File: src/rtl/sm83_consts.svh
`ifndef SM83_CONSTS_SVH
`define SM83_CONSTS_SVH

// external address bus width
`define SM83_ADDR_W 16

// external data bus and opcode width
`define SM83_DATA_W 8

// prefix byte that switches decode to the CB bank
`define SM83_CB_PREFIX 8'hCB

// interrupt-enable register sits at the top of the map
// reads there return the IE value, not the bus
`define SM83_IE_ADDR 16'hFFFF

// unused main-bank opcodes, real silicon locks up on them
// kept as a comma list so it drops straight into an inside set
`define SM83_ILLEGAL_LIST \
	8'hD3, 8'hDB, 8'hDD, \
	8'hE3, 8'hE4, 8'hEB, \
	8'hEC, 8'hED, 8'hF4, \
	8'hFC, 8'hFD

`endif

File: src/rtl/sm83_pkg.sv
`default_nettype none

package sm83_pkg;

	// kind of bus transfer requested for the next machine cycle
	typedef enum logic [2:0] {
		// no transfer, address lines relax
		MC_IDLE   = 3'd0,
		// opcode read into the instruction register
		MC_FETCH  = 3'd1,
		// plain data read
		MC_READ   = 3'd2,
		// data write
		MC_WRITE  = 3'd3,
		// interrupt acknowledge, bus data forced to zero
		MC_INTACK = 3'd4
	} mc_kind_t;

	// one opcode byte, two decode views over the same bits
	typedef union packed {
		// x/y/z split
		// cb bank: x = operation, y = bit index, z = register
		struct packed {
			logic [1:0] x;
			logic [2:0] y;
			logic [2:0] z;
		} xyz;
		// x/p/q/z split
		// main bank: p picks the register pair, q the direction
		struct packed {
			logic [1:0] x;
			logic [1:0] p;
			logic       q;
			logic [2:0] z;
		} xpqz;
	} opcode_u;

endpackage

`default_nettype wire

File: src/rtl/sm83_bus_front.sv
`timescale 1ns/1ps
`default_nettype none

`include "sm83_consts.svh"

module sm83_bus_front (
	input  logic                    clk,
	input  logic                    reset,
	input  sm83_pkg::mc_kind_t      mc_kind,
	input  logic [`SM83_ADDR_W-1:0] mc_addr,
	input  logic [`SM83_DATA_W-1:0] mc_wdata,
	input  logic [`SM83_DATA_W-1:0] ext_din,
	input  logic [`SM83_DATA_W-1:0] iena,
	output logic [`SM83_ADDR_W-1:0] addr,
	output logic [`SM83_DATA_W-1:0] ext_dout,
	output logic                    rd,
	output logic                    wr,
	output logic [`SM83_DATA_W-1:0] rdata,
	output logic [`SM83_DATA_W-1:0] opcode,
	output logic                    bank_cb,
	output logic                    t4,
	output logic [1:0]              op_x,
	output logic [2:0]              op_y,
	output logic [2:0]              op_z,
	output logic [1:0]              op_p,
	output logic                    op_q,
	output logic                    illegal
);

	// phases that stay inside the front end
	logic                    t1;
	logic                    t2;
	logic                    t3;
	// controller strobes into the bus block
	logic                    mread;
	logic                    mwrite;
	logic                    apin_we;
	logic [`SM83_ADDR_W-1:0] ain;
	logic                    dl_we;
	logic [`SM83_DATA_W-1:0] din;
	logic                    iena_sel;
	logic                    ctl_ir_we;
	logic                    ctl_ir_bank_we;
	logic                    ctl_ir_bank_cb_set;
	logic                    ctl_zero_data_oe;
	// predecoder feedback for the bank decision
	logic                    is_cb_prefix;

	// machine-cycle phase generator
	sm83_tstate u_tstate (
		.clk   (clk),
		.reset (reset),
		.t1    (t1),
		.t2    (t2),
		.t3    (t3),
		.t4    (t4)
	);

	// request sampling and strobe generation
	sm83_mcycle_ctl u_mcycle_ctl (
		.clk                (clk),
		.reset              (reset),
		.t4                 (t4),
		.mc_kind            (mc_kind),
		.mc_addr            (mc_addr),
		.mc_wdata           (mc_wdata),
		.rd                 (rd),
		.bank_cb            (bank_cb),
		.is_cb_prefix       (is_cb_prefix),
		.mread              (mread),
		.mwrite             (mwrite),
		.apin_we            (apin_we),
		.ain                (ain),
		.dl_we              (dl_we),
		.din                (din),
		.iena_sel           (iena_sel),
		.ctl_ir_we          (ctl_ir_we),
		.ctl_ir_bank_we     (ctl_ir_bank_we),
		.ctl_ir_bank_cb_set (ctl_ir_bank_cb_set),
		.ctl_zero_data_oe   (ctl_zero_data_oe)
	);

	// pins, data latch and instruction register
	// dout is the read data seen by the core
	sm83_io u_io (
		.clk                (clk),
		.reset              (reset),
		.t1                 (t1),
		.t2                 (t2),
		.t3                 (t3),
		.t4                 (t4),
		.mread              (mread),
		.mwrite             (mwrite),
		.aout               (addr),
		.ain                (ain),
		.dout               (rdata),
		.din                (din),
		.ext_dout           (ext_dout),
		.ext_din            (ext_din),
		.apin_we            (apin_we),
		.dl_we              (dl_we),
		.rd                 (rd),
		.wr                 (wr),
		.opcode             (opcode),
		.bank_cb            (bank_cb),
		.iena               (iena),
		.iena_sel           (iena_sel),
		.ctl_ir_we          (ctl_ir_we),
		.ctl_ir_bank_we     (ctl_ir_bank_we),
		.ctl_ir_bank_cb_set (ctl_ir_bank_cb_set),
		.ctl_zero_data_oe   (ctl_zero_data_oe)
	);

	// opcode field split and prefix/illegal flags
	sm83_predecode u_predecode (
		.opcode       (opcode),
		.bank_cb      (bank_cb),
		.op_x         (op_x),
		.op_y         (op_y),
		.op_z         (op_z),
		.op_p         (op_p),
		.op_q         (op_q),
		.is_cb_prefix (is_cb_prefix),
		.illegal      (illegal)
	);

endmodule

`default_nettype wire

File: src/rtl/sm83_io.sv
`timescale 1ns/1ps
`default_nettype none

`include "sm83_consts.svh"

module sm83_io (
	input  logic                    clk,
	input  logic                    reset,
	input  logic                    t1,
	input  logic                    t2,
	input  logic                    t3,
	input  logic                    t4,
	input  logic                    mread,
	input  logic                    mwrite,
	output logic [`SM83_ADDR_W-1:0] aout,
	input  logic [`SM83_ADDR_W-1:0] ain,
	output logic [`SM83_DATA_W-1:0] dout,
	input  logic [`SM83_DATA_W-1:0] din,
	output logic [`SM83_DATA_W-1:0] ext_dout,
	input  logic [`SM83_DATA_W-1:0] ext_din,
	input  logic                    apin_we,
	input  logic                    dl_we,
	output logic                    rd,
	output logic                    wr,
	output logic [`SM83_DATA_W-1:0] opcode,
	output logic                    bank_cb,
	input  logic [`SM83_DATA_W-1:0] iena,
	input  logic                    iena_sel,
	input  logic                    ctl_ir_we,
	input  logic                    ctl_ir_bank_we,
	input  logic                    ctl_ir_bank_cb_set,
	input  logic                    ctl_zero_data_oe
);

	// inside a machine cycle, between the boundaries
	logic                    mid_cycle;
	// data latch, drives the pins during a write
	logic [`SM83_DATA_W-1:0] data;
	// value arriving at the read T4
	logic [`SM83_DATA_W-1:0] data_t4;
	// instruction register
	logic [`SM83_DATA_W-1:0] opcode_r;
	// read completes in this clock
	logic                    rd_end;

	assign mid_cycle = t1 | t2 | t3;
	assign rd_end    = rd & t4;

	// rd and wr levels
	// reloaded at each boundary, held through T1..T3
	always_ff @(posedge clk) begin
		if (reset) begin
			rd <= 1'b0;
			wr <= 1'b0;
		end else if (t4) begin
			rd <= mread;
			wr <= mwrite;
		end else if (mid_cycle) begin
			rd <= rd | mread;
			wr <= wr | mwrite;
		end
	end

	// address pins
	always_ff @(posedge clk) begin
		// upper byte relaxes to zero after every machine cycle
		if (t4)
			aout[`SM83_ADDR_W-1:8] <= '0;
		// a new address wins over the clearing
		if (apin_we)
			aout <= ain;
	end

	// read source: IE register, the pins, or zero on intack
	always_comb begin
		if (ctl_zero_data_oe)
			data_t4 = '0;
		else if (iena_sel)
			data_t4 = iena;
		else
			data_t4 = ext_din;
	end

	// data latch
	always_ff @(posedge clk) begin
		if (dl_we)
			data <= din;
		else if (rd_end)
			data <= data_t4;
		else if (ctl_zero_data_oe)
			data <= '0;
	end

	// read data bypasses the latch in its T4
	assign dout     = rd_end ? data_t4 : data;
	assign ext_dout = data;

	// instruction register and bank flag
	always_ff @(posedge clk) begin
		if (reset) begin
			opcode_r <= '0;
			bank_cb  <= 1'b0;
		end else begin
			if (ctl_ir_we)
				opcode_r <= data_t4;
			if (ctl_ir_bank_we)
				bank_cb <= ctl_ir_bank_cb_set;
		end
	end

	// write-through so the new opcode is visible in the fetch T4
	assign opcode = ctl_ir_we ? data_t4 : opcode_r;

endmodule

`default_nettype wire

File: src/rtl/sm83_mcycle_ctl.sv
`timescale 1ns/1ps
`default_nettype none

`include "sm83_consts.svh"

module sm83_mcycle_ctl (
	input  logic                    clk,
	input  logic                    reset,
	input  logic                    t4,
	input  sm83_pkg::mc_kind_t      mc_kind,
	input  logic [`SM83_ADDR_W-1:0] mc_addr,
	input  logic [`SM83_DATA_W-1:0] mc_wdata,
	input  logic                    rd,
	input  logic                    bank_cb,
	input  logic                    is_cb_prefix,
	output logic                    mread,
	output logic                    mwrite,
	output logic                    apin_we,
	output logic [`SM83_ADDR_W-1:0] ain,
	output logic                    dl_we,
	output logic [`SM83_DATA_W-1:0] din,
	output logic                    iena_sel,
	output logic                    ctl_ir_we,
	output logic                    ctl_ir_bank_we,
	output logic                    ctl_ir_bank_cb_set,
	output logic                    ctl_zero_data_oe
);

	import sm83_pkg::*;

	// kind of the machine cycle currently on the bus
	mc_kind_t cur_kind;
	// current cycle addresses the IE register
	logic     ie_hit;
	// ending T4 of a cycle that loads the instruction register
	logic     ir_end;

	// request decode, only while sampling at T4
	always_comb begin
		mread   = 1'b0;
		mwrite  = 1'b0;
		apin_we = 1'b0;
		dl_we   = 1'b0;
		if (t4) begin
			case (mc_kind)
				MC_FETCH, MC_READ, MC_INTACK: begin
					mread   = 1'b1;
					apin_we = 1'b1;
				end
				MC_WRITE: begin
					mwrite  = 1'b1;
					apin_we = 1'b1;
					// write data goes to the latch with the address
					dl_we   = 1'b1;
				end
				default: begin
					// idle, and the unused encodings
					mread = 1'b0;
				end
			endcase
		end
	end

	// address and write data pass straight to the bus block
	// the enables above decide when they are taken
	assign ain = mc_addr;
	assign din = mc_wdata;

	// remember what was requested for the coming machine cycle
	always_ff @(posedge clk) begin
		if (reset) begin
			cur_kind <= MC_IDLE;
			ie_hit   <= 1'b0;
		end else if (t4) begin
			cur_kind <= mc_kind;
			ie_hit   <= (mc_kind != MC_IDLE) && (mc_addr == `SM83_IE_ADDR);
		end
	end

	// read data comes from IE instead of the pins
	assign iena_sel = ie_hit;

	// intack keeps the data path at zero for the whole cycle
	assign ctl_zero_data_oe = (cur_kind == MC_INTACK);

	// rd only stays up through T4 of a read-type cycle
	assign ir_end = t4 && rd && ((cur_kind == MC_FETCH) || (cur_kind == MC_INTACK));

	assign ctl_ir_we = ir_end;

	// set the bank on a main-bank CB, clear it on any later fetch
	// is_cb_prefix is already masked by the bank in the predecoder
	assign ctl_ir_bank_we     = ir_end && (is_cb_prefix || bank_cb);
	assign ctl_ir_bank_cb_set = is_cb_prefix;

endmodule

`default_nettype wire

File: src/rtl/sm83_predecode.sv
`timescale 1ns/1ps
`default_nettype none

`include "sm83_consts.svh"

module sm83_predecode (
	input  logic [`SM83_DATA_W-1:0] opcode,
	input  logic                    bank_cb,
	output logic [1:0]              op_x,
	output logic [2:0]              op_y,
	output logic [2:0]              op_z,
	output logic [1:0]              op_p,
	output logic                    op_q,
	output logic                    is_cb_prefix,
	output logic                    illegal
);

	import sm83_pkg::*;

	// the byte seen through both decode views
	opcode_u op;
	// byte is one of the unused main-bank codes
	logic    in_illegal_set;
	// byte equals the prefix value
	logic    is_cb_byte;

	assign op = opcode;

	// x/y/z fields, shared by both banks
	// cb bank reads them as operation, bit, register
	assign op_x = op.xyz.x;
	assign op_y = op.xyz.y;
	assign op_z = op.xyz.z;

	// register pair select and its direction bit
	// y is p followed by q, so both views overlap bit for bit
	assign op_p = op.xpqz.p;
	assign op_q = op.xpqz.q;

	assign is_cb_byte     = (opcode == `SM83_CB_PREFIX);
	assign in_illegal_set = opcode inside {`SM83_ILLEGAL_LIST};

	// every CB-bank byte is a valid operation
	// so both flags only apply to the main bank
	assign is_cb_prefix = !bank_cb && is_cb_byte;
	assign illegal      = !bank_cb && in_illegal_set;

endmodule

`default_nettype wire

File: src/rtl/sm83_tstate.sv
`timescale 1ns/1ps
`default_nettype none

module sm83_tstate (
	input  logic clk,
	input  logic reset,
	output logic t1,
	output logic t2,
	output logic t3,
	output logic t4
);

	// one-hot phase, bit 0 is T1 and bit 3 is T4
	logic [3:0] phase;

	always_ff @(posedge clk) begin
		if (reset) begin
			// park in T4 so the first clock out of reset is a boundary
			phase <= 4'b1000;
		end else begin
			// T4 wraps around to T1
			phase <= {phase[2:0], phase[3]};
		end
	end

	// exactly one phase high per clock
	assign t1 = phase[0];
	assign t2 = phase[1];
	assign t3 = phase[2];
	assign t4 = phase[3];

endmodule

`default_nettype wire

File: config.mk
export PLATFORM = sky130hd
export DESIGN_NAME = sm83_bus_front
export DESIGN_NICKNAME = d
export VERILOG_FILES = /design/src/rtl/sm83_pkg.sv /design/src/rtl/sm83_bus_front.sv /design/src/rtl/sm83_io.sv /design/src/rtl/sm83_mcycle_ctl.sv /design/src/rtl/sm83_predecode.sv /design/src/rtl/sm83_tstate.sv
export VERILOG_INCLUDE_DIRS = /design/src /design/src/rtl
export SDC_FILE = /design/constraint.sdc
export NUM_CORES = 1
export LEC_CHECK = 0
export BUFFER_PORTS_ARGS = -buffer_cell sky130_fd_sc_hd__buf_2
export CAP_MARGIN = 40
export CORE_MARGIN = 2
export CORE_UTILIZATION = 52
export CTS_BUF_LIST = sky130_fd_sc_hd__clkbuf_4
export CTS_CLUSTER_SIZE = 25
export DETAILED_ROUTE_END_ITERATION = 10
export PLACE_DENSITY = 0.95
export SETUP_SLACK_MARGIN = 0.1
export SYNTH_ARGS = -nofsm -noshare
export SYNTH_HDL_FRONTEND = slang
export SYNTH_HIERARCHICAL = 1
export SYNTH_SLANG_ARGS = --single-unit
export TNS_END_PERCENT = 20
File: constraint.sdc
create_clock -name clk -period 5.5 [get_ports clk]
set_input_delay 0.55 -clock clk [delete_from_list [all_inputs] [get_ports clk]]
set_output_delay 0.55 -clock clk [all_outputs]
set_load 0.02 [all_outputs]
==> impl_metrics.json, run 1 <==
{
  "grt_pass1_vias": 1669,
  "grt_max_degree": 22,
  "crit_path_end_kind": "output pin",
  "utilization": 0.626,
  "die_w_um": 69.5,
  "layout-drive-gt1-share": 0.432,
  "antenna_found_initial": 0,
  "outcome": "finished clean",
  "slew_headroom": 0.625,
  "port_buffers": 100,
  "p_switching_uw": 181,
  "core_area_mm2": 0.00406,
  "yosysWarnings": 6,
  "via_per_inst": 5.44,
  "async_reset_ff_frac": 0,
  "hpwl_mm": 3.69,
  "numCtsBuffers": 5,
  "vdd_ir_drop_max_uv": 171,
  "postCtsSetupRepairBufs": 0,
  "multiInputGateArea_um2": 778,
  "post-route-period-util": 0.624,
  "nets": 317,
  "syn2layout_area_growth_pct": 14.0,
  "clkSinkCount": 43,
  "gp_congestion": 0.848,
  "yosysSeqAreaShare": 0.494,
  "cts_tree": "yes",
  "ctsResizeCount": 0,
  "fin_tns_setup_ns": 0,
  "fin_crit_ns": 3.43,
  "mostFrequentLayoutCells": "buf_2, edfxtp_1, dfxtp_1, nand2_1, mux2i_1",
  "die_h_um": 69.5,
  "required_ns": 4.95,
  "p_int_uw": 458,
  "fmax_mhz": 292,
  "firstDrtPassIters": 4,
  "wl_per_cell_um": 14.9,
  "finalHoldViolCount": 0,
  "fillers": 339,
  "arrival_ns": 2.88,
  "synthAdderAreaFrac": 0,
  "worstPathMaxFanout": 19,
  "synthXorXnorAreaFrac": 0.00786,
  "htreeDepth": 2,
  "clockPowerShare": 0.242,
  "path_clk_slew_ns": 0.12,
  "ys_types": 42,
  "seq_area_mm2": 0.00110,
  "fin_ws_ns": 2.07,
  "setup_viol": 0,
  "comb_power_share": 0.181,
  "clockRootBuffer": "clkbuf_4",
  "slowest_delay_ns": 0.70,
  "power_per_cell_area_mw_per_mm2": 252,
  "gr-usage-all-layers": 0.202,
  "initial_utilization": 0.549,
  "pre_cts_ws_ns": 2.50,
  "yosys-mux-area-fraction": 0.0539,
  "syn_nets": 254,
  "num_rows": 23,
  "drv_cap": 0,
  "layout_commonest_cell": "buf_2",
  "cts_hold_buffers": 0,
  "ant_nets": 0,
  "leakagePower_uw": 0.00110,
  "pwr-share-seq": 0.577,
  "synth_edf_count": 24,
  "pin_count": 101,
  "wl_mm": 4.80,
  "grt_setup_unrepaired": "no",
  "cp_common_cell": "nand2_1",
  "worst_pin_slew_ns": 0.547,
  "syn_inst": 209,
  "p_sw_frac": 0.283,
  "hold_path_class": "in -> reg",
  "synth-simple-area-share": 0.146,
  "grt_pass1_wl_mm": 7.87,
  "synth-compound-area-share": 0.141,
  "synth_top_flop_cell": "edfxtp_1",
  "crit_chain": "nand2_1, nor3_1, buf_4, nand2b_1, o22ai_1, nand2_1, a211o_1, a211oi_2, buf_2",
  "synth_top_family_by_area": "buffers and inverters",
  "overflow": 0,
  "insertion_delay_ns": 0.35,
  "vias": 1756,
  "syn_area_mm2": 0.00223,
  "cts_buffer_depth": 2,
  "post-route-drc-count": 0,
  "fin_skew_ns": 0.00622,
  "ys_ff_latch": 43,
  "critical_path_class": "reg -> out",
  "final-max-slew-violation-count": 0,
  "first_iter_violations": 86,
  "start_kind": "flop",
  "synth_area_per_cell_um2": 10.7,
  "antenna_cells": 0,
  "dieArea_mm2": 0.00483,
  "critPathSlowestCell": "dfxtp_1"
}
==> cell usage after synthesis (2+ instances only) <==
cell / instances / area, um2
o32ai_1: 8 / 70.1
and2_1: 8 / 50.1
mux2i_1: 12 / 120
nand4_1: 3 / 18.8
edfxtp_1: 24 / 721
and2b_2: 3 / 26.3
clkbuf_1: 3 / 11.3
o21ai_0: 10 / 50.1
nand3b_1: 3 / 22.5
o22ai_1: 8 / 50.1
inv_1: 9 / 33.8
dfxtp_1: 19 / 380
o2bb2ai_1: 8 / 70.1
nor2_1: 9 / 33.8
nand2b_1: 2 / 12.5
buf_4: 38 / 285
buf_2: 3 / 15.0
nand2_1: 14 / 52.6
a32o_2: 2 / 22.5
==> worst paths after layout <==
path / from / endpoint / slack (ns) / depth (start not counted)
max reg2reg: u_tstate/phase[3] / u_io/bank_cb / 2.73 / 10
min reg2reg: u_tstate/phase[2] / u_tstate/phase[3] / 0.45 / 1
min: mc_addr[1] / u_io/aout[1] / 0.38 / 1
max: u_tstate/phase[3] / illegal / 2.07 / 9
==> state kept, by name (all words and copies together), names as in the netlist <==
register and cells:
u_io/aout 16, u_io/ext_dout 8, u_io/opcode_r 8, u_tstate/phase 4
u_mcycle_ctl/cur_kind 3, u_io/bank_cb 1, u_io/rd 1, u_io/wr 1
u_mcycle_ctl/iena_sel 1
==> layer usage <==
layer  track usage  vias up  wire length [um]
li1              -      849                 -
met1         0.244      832              1960
met2         0.345       63              2450
met3        0.0436       12               279
met4        0.0893        0               116
met5             0        -                 0
==> cell type report <==
| class | instances | area share |
|---|---|---|
| tap | 50 | 0.0246 |
| multi-input combinational | 112 | 0.306 |
| clock buffer | 6 | 0.0177 |
| inverter | 9 | 0.0133 |
| timing repair buffer | 101 | 0.200 |
| sequential | 43 | 0.433 |
| clock inverter | 2 | 0.00492 |
==> through the flow <==
stage	power, uW	std cells	hold slack [ns]	cell area, um2
2_1_floorplan	457	209	0.400	2230
3_3_place_gp	489	315	0.410	2480
3_5_place_dp	492	315	0.423	2480
4_1_cts	643	323	0.373	2540
5_1_grt	669	323	0.360	2540
6_report	639	323	0.380	2540
==> worst max-delay path: cells and delay by family, from the launching register on <==
family,cells,cell delay [ns]
AOI/OAI and AO/OA,3,0.78
buffers and inverters,2,0.43
DFF,1,0.70
and+or+nand+nor,4,0.61
==> logic make-up after synthesis <==
kind of cell,after synthesis
flip-flops,43
AO/OA/AOI/OAI,42
buffers and inverters,54
AND/OR/NAND/NOR,56
multiplexers,12
XOR/XNOR,2
==> power by group through the flow <==
stage	logic (uW)	clock network, uW	registers [uW]
after floorplan	61.6	0	396
after detailed placement	116	0	377
after global routing	124	173	372
after global placement	113	0	376
final	116	154	369
after CTS	116	158	369
Power figures use the tool's default switching activity.
==> run 2, diff against run 1 <==
Settings changed: CORE_UTILIZATION 52 to 49, PLACE_DENSITY 0.95 to 0.91.
Clock period 5.5 ns to 3.4 ns, I/O delays scaled along.
==> run 2 against run 1 <==
Net effect:
- wire length is 4.0% higher
- via count is 0.40% lower
- largest power group unchanged
- sequential share of layout area is 0.21 points lower
- cell count is 1.2% higher
- critical path type unchanged
- count of clock-buffer cells in the layout stayed put
- non-clock buffer count is 2 higher
- critical path depth is 1 lower
- clock power is 56% higher
==> impl_metrics.json, run 2 (synthesis gave the netlist of run 1 again) <==
{
  "outcome": "finished clean",
  "hold_path_class": "in -> reg",
  "fin_crit_ns": 2.88,
  "critical_path_class": "reg -> out",
  "dieArea_mm2": 0.00511,
  "layout_commonest_cell": "buf_2",
  "wl_mm": 4.99,
  "antenna_found_initial": 0,
  "firstDrtPassIters": 5,
  "htreeDepth": 2,
  "fin_skew_ns": 0.00618,
  "leakagePower_uw": 0.00111,
  "hold_end": "u_io/aout[5]",
  "slowest_delay_ns": 0.53,
  "crit_chain": "nand2_1, nor3_1, nand2b_1, o22ai_1, nand2_1, a211o_1, a211oi_2, buf_2",
  "overflow": 0,
  "syn2layout_area_growth_pct": 14.6,
  "port_buffers": 100,
  "fillers": 358,
  "antenna_cells": 0,
  "worstPathMaxFanout": 17,
  "via_per_inst": 5.35,
  "mostFrequentLayoutCells": "buf_2, edfxtp_1, dfxtp_1, nand2_1, mux2i_1",
  "fmax_mhz": 347,
  "clockRootBuffer": "clkbuf_4",
  "die_w_um": 71.5,
  "rr_worst_depth": 9,
  "critPathSlowestCell": "dfxtp_2",
  "crit_path_end_kind": "output pin",
  "worst-path-buf-inv": 1,
  "grt_pass1_vias": 1638,
  "nets": 319,
  "setup_viol": 0,
  "grt_setup_unrepaired": "no",
  "largest_register_ffs": 16,
  "path_clk_slew_ns": 0.11,
  "power_per_cell_area_mw_per_mm2": 403,
  "ant_nets": 0,
  "vdd_ir_drop_max_uv": 243,
  "post-route-drc-count": 0,
  "r2r_slack_ns": 0.99,
  "first_iter_violations": 71,
  "worst_pin_slew_ns": 0.477,
  "clkSinkCount": 43,
  "pin_count": 101,
  "post-route-period-util": 0.848,
  "required_ns": 3.06,
  "num_rows": 24,
  "arrival_ns": 2.54,
  "holdCritStartpoint": "mc_addr[5]",
  "slew_headroom": 0.673,
  "grt_max_degree": 22,
  "min_path_cells": 1,
  "place_inst": 319,
  "stdcell_count": 327,
  "cts_tree": "yes",
  "drv_cap": 0,
  "final-max-slew-violation-count": 0,
  "r2r_end": "u_io/bank_cb",
  "hpwl_mm": 3.84,
  "initial_utilization": 0.512,
  "reg2reg_from": "u_tstate/phase[3]",
  "core_area_mm2": 0.00435,
  "cts_buffer_depth": 2,
  "cp_common_cell": "nand2_1",
  "gp_congestion": 0.898,
  "numCtsBuffers": 5,
  "gr-usage-all-layers": 0.192,
  "layout-drive-gt1-share": 0.436,
  "start_kind": "flop",
  "grt_pass1_wl_mm": 7.69,
  "vias": 1749,
  "fin_tns_setup_ns": 0,
  "die_h_um": 71.5,
  "path_delay_family": "compound AO/OA/AOI/OAI gates",
  "max_flop_register": "u_io/aout",
  "finalHoldViolCount": 0,
  "wl_per_cell_um": 15.3,
  "insertion_delay_ns": 0.34
}
[run 2: timing repair]
| action | CTS | global route |
|---|---|---|
| buffers inserted | 0 | 0 |
| hold buffers | 0 | 0 |
| gates resized for setup | 0 | 1 |
| setup endpoints to repair | 0 | 1 |
[run 2: layer usage]
layer / vias up / global-route usage / routed length, um
li1: 855 / - / -
met1: 816 / 0.238 / 1920
met2: 66 / 0.324 / 2600
met3: 12 / 0.0380 / 348
met4: 0 / 0.0860 / 119
met5: - / 0 / 0
[run 2: through the flow]
step / instance area (um2) / setup slack [ns] / utilization / hold slack, ns / total power, uW
6_report: 2560 / 0.517 / 0.587 / 0.188 / 1030
5_1_grt: 2560 / 0.238 / 0.587 / 0.162 / 1080
3_5_place_dp: 2500 / 0.713 / 0.574 / 0.437 / 801
4_1_cts: 2550 / 0.317 / 0.587 / 0.164 / 1040
2_1_floorplan: 2230 / 0.387 / - / 0.400 / 739
3_3_place_gp: 2500 / 0.898 / 0.574 / 0.414 / 795
[run 2: area by class of cell]
type | instances | area, um2 | share of cell area
inverter | 9 | 33.8 | 0.0132
multi-input combinational | 112 | 778 | 0.304
tap | 52 | 65.1 | 0.0255
timing repair buffer | 103 | 523 | 0.205
clock inverter | 2 | 8.76 | 0.00343
clock buffer | 6 | 45.0 | 0.0176
sequential | 43 | 1100 | 0.431
[run 2: power breakdown]
part / total, uW / internal (uW) / switching [uW]
sequential: 599 / 583 / 15.3
combinational: 190 / 72.3 / 118
clock: 241 / 85.9 / 155
total: 1030 / 742 / 288
[run 2: how the worst max path moves through the flow]
stage / from / to / slack (ns) / cells after the start
2_1_floorplan: u_tstate/phase[3] / illegal / 0.39 / 10
3_3_place_gp: u_tstate/phase[3] / illegal / 0.90 / 8
3_5_place_dp: u_tstate/phase[3] / illegal / 0.71 / 8
4_1_cts: u_tstate/phase[3] / illegal / 0.32 / 8
5_1_grt: u_tstate/phase[3] / illegal / 0.24 / 8
6_report: u_tstate/phase[3] / illegal / 0.52 / 8
==> run 3, diff against run 2 <==
Settings changed: CORE_UTILIZATION 49 to 44, PLACE_DENSITY 0.91 to 0.87.
Clock period 3.4 ns to 2.6 ns, I/O delays scaled along.
==> run 3 against run 2 <==
Net effect:
- flip-flop and latch count is the same
- hold slack lost 0.087 ns
- total power grew 42%
- critical endpoint unchanged
- largest power group unchanged
==> impl_metrics.json, run 3 (synthesis gave the netlist of run 1 again) <==
{
  "finalPower_uw": 1470,
  "hpwl_mm": 4.08,
  "crit_path_end_kind": "output pin",
  "path_clk_slew_ns": 0.13,
  "grt_pass1_wl_mm": 8.07,
  "largest_register_ffs": 16,
  "grt_max_degree": 22,
  "wl_mm": 5.38,
  "required_ns": 2.34,
  "cp_common_cell": "buf_6",
  "antenna_found_initial": 0,
  "grt_setup_unrepaired": "yes",
  "gp_congestion": 0.805,
  "nets": 333,
  "worst-path-buf-inv": 2,
  "r2r_slack_ns": 0.37,
  "die_h_um": 75.2,
  "mostFrequentLayoutCells": "buf_2, edfxtp_1, buf_4, dfxtp_1, nand2_1",
  "comb_power_share": 0.190,
  "vdd_ir_drop_max_uv": 274,
  "slowest_delay_ns": 0.36,
  "overflow": 0,
  "worstPathMaxFanout": 8,
  "clockRootBuffer": "clkbuf_4",
  "antenna_cells": 0,
  "fin_crit_ns": 2.45,
  "final-max-slew-violation-count": 0,
  "p_sw_frac": 0.271,
  "max_flop_register": "u_io/aout",
  "gr-usage-all-layers": 0.187,
  "whs_ns": 0.101,
  "stdcell_count": 356,
  "p_int_uw": 1070,
  "dieArea_mm2": 0.00565,
  "layout_commonest_cell": "buf_2",
  "vias": 1828,
  "via_per_inst": 5.13,
  "pin_count": 101,
  "fin_skew_ns": 0.0165,
  "p_switching_uw": 396,
  "power_per_cell_area_mw_per_mm2": 517,
  "critical_path_class": "reg -> out",
  "wl_per_cell_um": 15.1,
  "clockPowerShare": 0.280,
  "cts_tree": "yes",
  "fmax_mhz": 409,
  "layout-drive-gt1-share": 0.519,
  "hold_path_class": "in -> reg",
  "clkSinkCount": 43,
  "setup_viol": 0,
  "slew_headroom": 0.595,
  "place_inst": 341,
  "finalHoldViolCount": 0,
  "ant_nets": 0,
  "start_kind": "flop",
  "port_buffers": 100,
  "cts_buffer_depth": 2,
  "outcome": "finished clean",
  "design_area_mm2": 0.00284,
  "post-route-period-util": 0.941,
  "critPathSlowestCell": "dfxtp_2",
  "arrival_ns": 2.19,
  "post-route-drc-count": 0,
  "leakagePower_uw": 0.00122,
  "grt_pass1_vias": 1713,
  "utilization": 0.589,
  "path_delay_family": "compound AO/OA/AOI/OAI gates",
  "die_w_um": 75.2,
  "worst_pin_slew_ns": 0.591,
  "initial_utilization": 0.463,
  "pwr-share-seq": 0.530,
  "first_iter_violations": 122,
  "core_area_mm2": 0.00482,
  "syn2layout_area_growth_pct": 27.2,
  "htreeDepth": 2,
  "num_rows": 25,
  "firstDrtPassIters": 4,
  "numCtsBuffers": 5,
  "drv_cap": 0,
  "crit_chain": "xnor2_2, nor3_2, nand2b_1, buf_6, o22ai_4, nand2_2, a211o_1, a211oi_4, buf_6",
  "cts_hold_buffers": 0,
  "dpl_cell_area_mm2": 0.00268,
  "insertion_delay_ns": 0.35
}
-- run 3: power by group through the flow --
stage / Clock, uW / Sequential (uW) / Combinational, uW
2_1_floorplan: 0 / 836 / 138
3_3_place_gp: 0 / 796 / 260
3_5_place_dp: 0 / 798 / 265
4_1_cts: 419 / 777 / 274
5_1_grt: 452 / 782 / 299
6_report: 410 / 777 / 278
-- run 3: what timing repair did --
| item | in CTS | in global routing |
|---|---|---|
| buffers inserted | 2 | 5 |
| endpoints found under the hold margin | 0 | 0 |
| endpoints found under the setup margin | 1 | 1 |
| gates resized for setup | 7 | 4 |
| pin swaps | 1 | 4 |
-- run 3: final timing paths --
check / startpoint / to / depth (start not counted)
setup / recovery: u_mcycle_ctl/cur_kind[2] / illegal / 9
setup reg to reg: u_mcycle_ctl/cur_kind[2] / u_io/bank_cb / 11
hold reg to reg: u_tstate/phase[2] / u_tstate/phase[3] / 1
hold / removal: mc_addr[1] / u_io/aout[1] / 1
-- run 3: final cells by class --
cell class                 count  area [um2]
fill                         417        1980
sequential                    43        1110
multi-input combinational    112         887
timing repair buffer         117         642
tap                           67        83.8
clock inverter                 3        38.8
clock buffer                   5        37.5
inverter                       9        33.8
-- run 3: worst reg2reg max path, stage by stage, from the launching register on --
cell,delay (ns)
dfxtp_2,0.36
xnor2_2,0.13
nor3_2,0.22
nand2b_1,0.10
buf_6,0.16
buf_4,0.14
o22ai_4,0.12
nand3b_1,0.19
nor4_2,0.32
o21a_1,0.17
mux2i_1,0.18
nor2_1,0.05
-- run 3: per-layer routing --
layer / vias up / share of wire / track usage
met1: 884 / 0.41 / 0.250
met5: - / 0 / 0
met2: 54 / 0.53 / 0.310
li1: 883 / - / -
met4: 0 / 0.013 / 0.0702
met3: 7 / 0.050 / 0.0281
-- run 3: through the flow --
stage / setup WS [ns] / TNS [ns]
global placement: 0.486 / 0
floorplan: 0.134 / 0
global route: -0.0242 / -0.0242
CTS: 0.101 / 0
finish: 0.153 / 0
detailed placement: 0.404 / 0
